$ cat src/design/decodePkg.sv
package decodePkg;

   // Width of every architectural register and of every data word on the stage
   localparam int dataWidth = 16;

   // Eight registers need a three bit index
   localparam int regAddrWidth = 3;

   // The opcode occupies the top five bits of the instruction word
   localparam int opcodeWidth = 5;

   // Jump-and-link instructions place their return address in register 7
   localparam logic [regAddrWidth-1:0] linkReg = 3'd7;

   // JAL jumps to a PC relative target
   localparam logic [opcodeWidth-1:0] opJal = 5'b00110;

   // JALR jumps to a register based target
   localparam logic [opcodeWidth-1:0] opJalr = 5'b00111;

   // Every conditional branch shares these upper three opcode bits
   localparam logic [2:0] branchClass = 3'b011;

   // The low two opcode bits pick the branch condition
   localparam logic [1:0] condEqz = 2'b00;
   localparam logic [1:0] condNez = 2'b01;
   localparam logic [1:0] condLtz = 2'b10;
   localparam logic [1:0] condGez = 2'b11;

   // One instruction word seen through two field layouts
   // The register layout serves the write side and the read addresses
   // The branch layout splits the opcode into a class and a condition
   typedef union packed {
      struct packed {
         logic [opcodeWidth-1:0]  opcode;
         logic [regAddrWidth-1:0] rs;
         logic [regAddrWidth-1:0] rt;
         // Bits 4 to 0 hold rd or an immediate, both decoded elsewhere
         logic [4:0]              tail;
      } regFmt;
      struct packed {
         logic [2:0]              brClass;
         logic [1:0]              cond;
         logic [regAddrWidth-1:0] rs;
         // Branch displacement, extended and added in a later stage
         logic [7:0]              disp;
      } brFmt;
   } instrWord_t;

endpackage

$ cat src/design/registerFile.sv
module registerFile
   import decodePkg::*;
(
   input  logic                    clk,
   input  logic                    reset,

   // Read port 1 address, which linkTracker may steer to the link register
   input  logic [regAddrWidth-1:0] read1Addr,

   // Read port 2 address, taken straight from the rt field
   input  logic [regAddrWidth-1:0] read2Addr,

   // Write port, already arbitrated by linkTracker
   input  logic [regAddrWidth-1:0] writeAddr,
   input  logic [dataWidth-1:0]    writeData,
   input  logic                    writeEn,

   // Read data, combinational from the addresses
   output logic [dataWidth-1:0]    read1Data,
   output logic [dataWidth-1:0]    read2Data
);

   // Number of registers addressed by the index width
   localparam int regCount = 2 ** regAddrWidth;

   // Register storage
   logic [dataWidth-1:0] regs [regCount];

   // Stored words seen by each read port before the bypass
   logic [dataWidth-1:0] stored1;
   logic [dataWidth-1:0] stored2;

   // A read of the register being written this cycle returns the new value
   // This lets writeback and decode share a cycle without a hazard bubble
   function automatic logic [dataWidth-1:0] bypassRead(
      input logic [regAddrWidth-1:0] readAddr,
      input logic [dataWidth-1:0]    storedWord,
      input logic [regAddrWidth-1:0] wrAddr,
      input logic [dataWidth-1:0]    wrData,
      input logic                    wrEn
   );
      logic hit;
      hit = wrEn && (wrAddr == readAddr);
      if (hit) begin
         return wrData;
      end
      return storedWord;
   endfunction

   // All registers start at zero so the first reads are defined
   // Writes land on the rising edge that closes the enabled cycle
   always_ff @(posedge clk) begin
      if (reset) begin
         for (int i = 0; i < regCount; i++) begin
            regs[i] <= '0;
         end
      end else if (writeEn) begin
         regs[writeAddr] <= writeData;
      end
   end

   // Array lookups for both ports
   assign stored1 = regs[read1Addr];
   assign stored2 = regs[read2Addr];

   // Port 1 feeds the branch resolver as well as the top output
   assign read1Data = bypassRead(read1Addr, stored1, writeAddr, writeData, writeEn);

   // Port 2 only reaches the top output
   assign read2Data = bypassRead(read2Addr, stored2, writeAddr, writeData, writeEn);

endmodule

$ cat src/design/linkTracker.sv
module linkTracker
   import decodePkg::*;
#(
   // Pipeline stages between decode and writeback
   parameter int linkDepth = 3
) (
   input  logic                    clk,
   input  logic                    reset,

   // Instruction currently in decode
   input  instrWord_t              instr,

   // PC used to form the return address
   input  logic [dataWidth-1:0]    pcNow,

   // Load-immediate value, already extended
   input  logic [dataWidth-1:0]    imm,

   // Result coming back from the writeback stage
   input  logic [dataWidth-1:0]    writeback,

   // Destination and enable of the instruction in writeback
   input  logic [regAddrWidth-1:0] writeRegAddr,
   input  logic                    writeEnable,

   // Selects imm over writeback for the write data
   input  logic                    lbi,

   // Later stage request for the return address as write data
   input  logic                    link,

   // Controls handed to the register file
   output logic [regAddrWidth-1:0] read1Addr,
   output logic [regAddrWidth-1:0] regWriteAddr,
   output logic [dataWidth-1:0]    regWriteData,
   output logic                    regWriteEn
);

   // High while decode holds JAL or JALR
   logic linkNow;

   // Bit 0 marks a link instruction one stage past decode, bit linkDepth-1 is at writeback
   logic [linkDepth-1:0] linkPipe;

   // Set while any link instruction is still on its way to writeback
   logic linkInFlight;

   // Return address of the instruction in decode
   logic [dataWidth-1:0] pcPlusTwo;

   // Non-link write data
   logic [dataWidth-1:0] normalData;

   // Both jump-and-link opcodes count as link instructions
   assign linkNow = (instr.regFmt.opcode == opJal) || (instr.regFmt.opcode == opJalr);

   // The flag follows the instruction down the pipe so its late write can be blocked
   always_ff @(posedge clk) begin
      if (reset) begin
         linkPipe <= '0;
      end else begin
         linkPipe[0] <= linkNow;
         for (int i = 1; i < linkDepth; i++) begin
            linkPipe[i] <= linkPipe[i-1];
         end
      end
   end

   assign linkInFlight = |linkPipe;

   // JAL reads register 7 on port 1, every other opcode reads rs
   assign read1Addr = (instr.regFmt.opcode == opJal) ? linkReg : instr.regFmt.rs;

   // A link instruction claims the write port for register 7 while in decode
   assign regWriteAddr = linkNow ? linkReg : writeRegAddr;

   // Own adder so the return address never waits on fetch
   assign pcPlusTwo = pcNow + dataWidth'(2);

   assign normalData = lbi ? imm : writeback;

   // The return address wins while a link instruction is in decode or just past it
   assign regWriteData = (link || linkNow || linkPipe[0]) ? pcPlusTwo : normalData;

   // Normal writes wait until no link instruction remains between decode and writeback
   // This keeps the link instruction's own late writeback from writing register 7 twice
   assign regWriteEn = linkNow || (writeEnable && !linkInFlight);

endmodule

$ cat src/design/branchResolver.sv
module branchResolver
   import decodePkg::*;
(
   // Instruction in decode, read in its branch layout
   input  instrWord_t           instr,

   // Operand from read port 1, the rs register of a branch
   input  logic [dataWidth-1:0] reg1Data,

   // Forces branch treatment for opcodes outside the branch class
   input  logic                 bFlag,

   // Forces selection once the instruction is treated as a branch
   input  logic                 jFlag,

   // A halted processor never redirects the PC
   input  logic                 halt,

   // High when fetch must take the branch target
   output logic                 pcSel
);

   // Operand is all zeros
   logic zeroFlag;

   // Operand is negative in two's complement
   logic signFlag;

   // Instruction is handled as a branch
   logic isBranch;

   // The selected condition holds on the operand
   logic condMet;

   assign zeroFlag = (reg1Data == '0);
   assign signFlag = reg1Data[dataWidth-1];

   // Class match on the upper opcode bits or an explicit request
   assign isBranch = (instr.brFmt.brClass == branchClass) || bFlag;

   // The low opcode bits choose among the four zero and sign tests
   always_comb begin
      condMet = 1'b0;
      case (instr.brFmt.cond)
         // BEQZ
         condEqz: condMet = zeroFlag;
         // BNEZ
         condNez: condMet = !zeroFlag;
         // BLTZ
         condLtz: condMet = signFlag;
         // BGEZ
         condGez: condMet = !signFlag;
         default: condMet = 1'b0;
      endcase
   end

   // Halt wins over both the condition and the jump request
   assign pcSel = isBranch && !halt && (condMet || jFlag);

endmodule

$ cat src/design/decodeStage.sv
module decodeStage
   import decodePkg::*;
#(
   // Pipeline stages between decode and writeback, at least 1
   parameter int linkDepth = 3
) (
   input  logic                    clk,
   input  logic                    reset,

   // Instruction word held in decode this cycle
   input  instrWord_t              instr,

   // Immediate for load-immediate, extended upstream
   input  logic [dataWidth-1:0]    imm,

   // Result returning from the writeback stage
   input  logic [dataWidth-1:0]    writeback,

   // Destination register of the instruction in writeback
   input  logic [regAddrWidth-1:0] writeRegAddr,

   // PC from which the return address is formed
   input  logic [dataWidth-1:0]    pcNow,

   // Write request from writeback
   input  logic                    writeEnable,

   // Picks imm rather than writeback as write data
   input  logic                    lbi,

   // Requests the return address as write data
   input  logic                    link,

   // Branch and jump qualifiers from the control unit
   input  logic                    bFlag,
   input  logic                    jFlag,
   input  logic                    halt,

   // Register operands for execute
   output logic [dataWidth-1:0]    reg1Data,
   output logic [dataWidth-1:0]    reg2Data,

   // Data presented to the register file write port
   output logic [dataWidth-1:0]    writeData,

   // Branch taken toward fetch
   output logic                    pcSel
);

   // Read address for port 1, steered to register 7 on JAL
   logic [regAddrWidth-1:0] read1Addr;

   // Write controls after link arbitration
   logic [regAddrWidth-1:0] regWriteAddr;
   logic                    regWriteEn;

   // Write side control, which owns every decision on register 7
   linkTracker #(
      .linkDepth(linkDepth)
   ) i_linkTracker (
      .clk         (clk),
      .reset       (reset),
      .instr       (instr),
      .pcNow       (pcNow),
      .imm         (imm),
      .writeback   (writeback),
      .writeRegAddr(writeRegAddr),
      .writeEnable (writeEnable),
      .lbi         (lbi),
      .link        (link),
      .read1Addr   (read1Addr),
      .regWriteAddr(regWriteAddr),
      .regWriteData(writeData),
      .regWriteEn  (regWriteEn)
   );

   // Storage, with port 2 addressed by rt directly
   registerFile i_registerFile (
      .clk      (clk),
      .reset    (reset),
      .read1Addr(read1Addr),
      .read2Addr(instr.regFmt.rt),
      .writeAddr(regWriteAddr),
      .writeData(writeData),
      .writeEn  (regWriteEn),
      .read1Data(reg1Data),
      .read2Data(reg2Data)
   );

   // Branch decision on the port 1 operand
   branchResolver i_branchResolver (
      .instr   (instr),
      .reg1Data(reg1Data),
      .bFlag   (bFlag),
      .jFlag   (jFlag),
      .halt    (halt),
      .pcSel   (pcSel)
   );

endmodule

$ cat config.mk
export PLATFORM = sky130hd
export DESIGN_NAME = decodeStage
export DESIGN_NICKNAME = d
export VERILOG_FILES = /design/src/design/decodePkg.sv /design/src/design/registerFile.sv /design/src/design/linkTracker.sv /design/src/design/branchResolver.sv /design/src/design/decodeStage.sv
export SDC_FILE = /design/constraint.sdc
export NUM_CORES = 1
export LEC_CHECK = 0
export ABC_CLOCK_PERIOD_IN_PS = 16500
export BUFFER_PORTS_ARGS = -buffer_cell sky130_fd_sc_hd__buf_2
export CAP_MARGIN = 20
export CELL_PAD_IN_SITES_DETAIL_PLACEMENT = 0
export CELL_PAD_IN_SITES_GLOBAL_PLACEMENT = 2
export CORE_AREA = 10 10 166 168
export CTS_CLUSTER_SIZE = 14
export DETAILED_ROUTE_END_ITERATION = 6
export DIE_AREA = 0 0 176 178
export PLACE_DENSITY = 0.68
export SYNTH_ARGS = -nofsm -noshare
export SYNTH_HDL_FRONTEND = slang
export SYNTH_HIERARCHICAL = 1
export SYNTH_SLANG_ARGS = --single-unit
$ cat constraint.sdc
create_clock -name clk -period 16.5 [get_ports clk]
set_input_delay 4.125 -clock clk [delete_from_list [all_inputs] [get_ports clk]]
set_output_delay 4.125 -clock clk [all_outputs]
set_load 0.03 [all_outputs]
==> impl_metrics.tcl <==
set metrics [dict create \
    p_sw_share_pct 27.7 \
    synth_area_um2 8330 \
    syn_inst 570 \
    clk-insertion-delay-late_ns 0.42 \
    fp-row-count 57 \
    num_vias 5353 \
    wl_per_cell_um 23.7 \
    cts_max_path_buffers 2 \
    cts_resized 0 \
    p_sw_mw 0.267 \
    netlist_top_cells_area "edfxtp_1 (46%), mux4_1 (19%), and2_1 (9.6%), mux2_2 (7.2%), mux2_4 (2.0%)" \
    worstPathMaxFanout 33 \
    min-delay-start "i_linkTracker/linkPipe[1]$_SDFF_PP0_" \
    n_antenna_cell 0 \
    fin_crit_sh_pct 78.3 \
    cts_htree_levels 4 \
    drc 0 \
    io_pins 124 \
    synth_fp_nets 646 \
    ir_drop_mv 0.0495 \
    finalMaxSlewViolations 0 \
    async_flop_share_pct 0 \
    synth_edf_count 128 \
    rsz0062_at_grt "false" \
    pwr-share-seq_pct 40.4 \
    skew_ns 0.00931 \
    worst_setup_path_end_kind "output port" \
    yosys_register_bits 131 \
    pre_cts_ws_ns 3.54 \
    crit_type "input pin to output port" \
    drt_iter0_drc 314 \
    nets 768 \
    cts.hold.buffers_added 0 \
    cp.required_ns 12.38 \
    leakage_nw 3.94 \
    grt_max_degree 34 \
    grt_use_total_pct 15.7 \
    grt_pass1_vias 5806 \
    synth_top_area_share_pct 46.1 \
    place.gp.congestion 0.753 \
    cap_viol_max_count 0 \
    drt-total-wl_mm 24.4 \
    die_y_um 178 \
    hold_path_class "register to register" \
    first_pass_iters 4 \
    start_util_pct 34.6 \
    synth_top_area_cell "edfxtp_1" \
    grt-ovfl-total 0 \
    timing.final.crit_period_ns 12.92 \
    status "finished, final reports clean" \
    p_int_mw 0.696 \
    max_freq_ghz 0.0774 \
    fin_ws_ns 3.58 \
    clock_sinks 131 \
    holdPathStages 1 \
    root_buffer "clkbuf_16" \
    reg2reg_depth 4 \
    cts_made_buffers 17 \
    finalSetupViolations 0 \
    clkTransAtPathRegs_ns 0.06 \
    coreArea_um2 24100 \
    post_cts_buffers 0 \
    yosys.cell_types.count 45 \
    cp.arrival_ns 8.79 \
    reg2reg_slack_ns 13.18 \
    p_clk_share_pct 39.4 \
    avgSynthCellArea_um2 14.6 \
    ant_nets 0 \
    worst_pin_slew_ns 1.03 \
    dp_hpwl_mm 16.1 \
    max_slew_margin_pct 30.8 \
    ys_seq_area_share_pct 46.9 \
    antenna_found_initial 0 \
    p_per_area_nw_per_um2 97.4 \
    routed_via_density 5.20 \
    r2r_start "i_linkTracker/linkPipe[0]$_SDFF_PP0_" \
    yosysWarningCount 6 \
    dieArea_um2 31300 \
    final_util_pct 41.0 \
    share_comb_of_total_power_pct 20.2 \
    critPathLaunchType "input pin" \
    layout.cells.most_common_list "and2_1 (128), edfxtp_1 (128), buf_2 (118), mux4_1 (60), mux2_2 (53)" \
    hold_violations 0 \
    drive_gt1_share_pct 36.7 \
    port_buffers 118 \
    dieWidth_um 176 \
    fin_tns_setup_ns 0 \
    cts_tree "yes" \
    area_growth_pct 18.7 \
    grt_pass1_wl_mm 36.7 \
    postSynth.topFlopCell "edfxtp_1" \
    r2r_end "i_registerFile/regs[6][13]$_SDFFCE_PN0P_" \
    whs_endpoint "i_linkTracker/linkPipe[2]$_SDFF_PP0_" \
]
## power by group through the flow
stage                     logic (mW)  clock network (mW)  registers [mW]
after floorplan                0.131                   0           0.393
after global placement         0.195                   0           0.394
after detailed placement       0.197                   0           0.396
after CTS                      0.197               0.386           0.389
after global routing           0.209               0.400           0.391
final                          0.195               0.379           0.389
## Yosys cell counts, types with 4 or more instances
cell type	n
a211oi_1	12
edfxtp_1	128
nor2b_1	14
a21oi_1	12
nor2_1	15
or2_2	11
mux4_1	60
mux4_2	4
nor3_1	4
nand2_1	10
and2_1	128
buf_2	6
nand3_1	6
xnor2_1	17
clkbuf_1	21
mux2_2	53
o21ai_0	4
buf_6	9
mux2i_1	4
nor4_1	5
nand2b_1	5
mux2_4	11
## logic make-up after synthesis
group,count (synthesis),synth area share (%)
AOI/OAI and AO/OA,34,2.75
xor gates and xnor gates,19,2.00
adders and majority gates,1,0.150
buffers and inverters,41,2.79
DFF,131,46.9
muxes,132,29.6
and+or+nand+nor,212,15.8
## per-stage QoR
step	hold WS [ns]	cell area (µm²)	total power, mW	std cells
floorplan	0.440	8330	0.524	570
global placement	0.454	9280	0.589	996
detailed placement	0.472	9280	0.593	996
CTS	0.489	9870	0.973	1028
global route	0.509	9890	1.00	1029
finish	0.485	9890	0.963	1029
## how the worst max path moves through the flow
stage,from,end
after floorplan,instr[15],pcSel
after global placement,instr[14],pcSel
after detailed placement,instr[14],pcSel
after CTS,instr[14],pcSel
after global routing,instr[14],pcSel
final,instr[14],pcSel
## per-layer routing
layer | vias up | share of wire [%] | GRT usage (%)
met2 | 163 | 50 | 26.8
li1 | 2486 | - | -
met3 | 22 | 4.6 | 2.98
met5 | - | 0 | 0
met4 | 0 | 1.5 | 5.05
met1 | 2682 | 44 | 19.8
## worst max-delay path, stage by stage
cell and delay (ns):
buf_2 0.12, nand4bb_1 0.54, nor2_1 0.29, or2_2 0.15, buf_4 0.51, xnor2_1 0.19
nand4_1 0.49, buf_4 0.43, mux2_2 0.30, nor4_1 0.73, a21oi_1 0.15, or4_1 0.41
nor2_1 0.11, buf_2 0.21
## cell type report
type,instances,area [µm²]
fillers,2281,14200
multi-input cells,398,4200
flip-flops and latches,131,3900
repair buffers,141,776
clock buffers,17,425
well taps,324,405
clock inverters,15,166
inverters,3,11.3
## registers in the layout (all words and copies together) (netlist names)
register and count:
i_registerFile/regs 128, i_linkTracker/linkPipe 3
(Power assumes the default switching activity.)
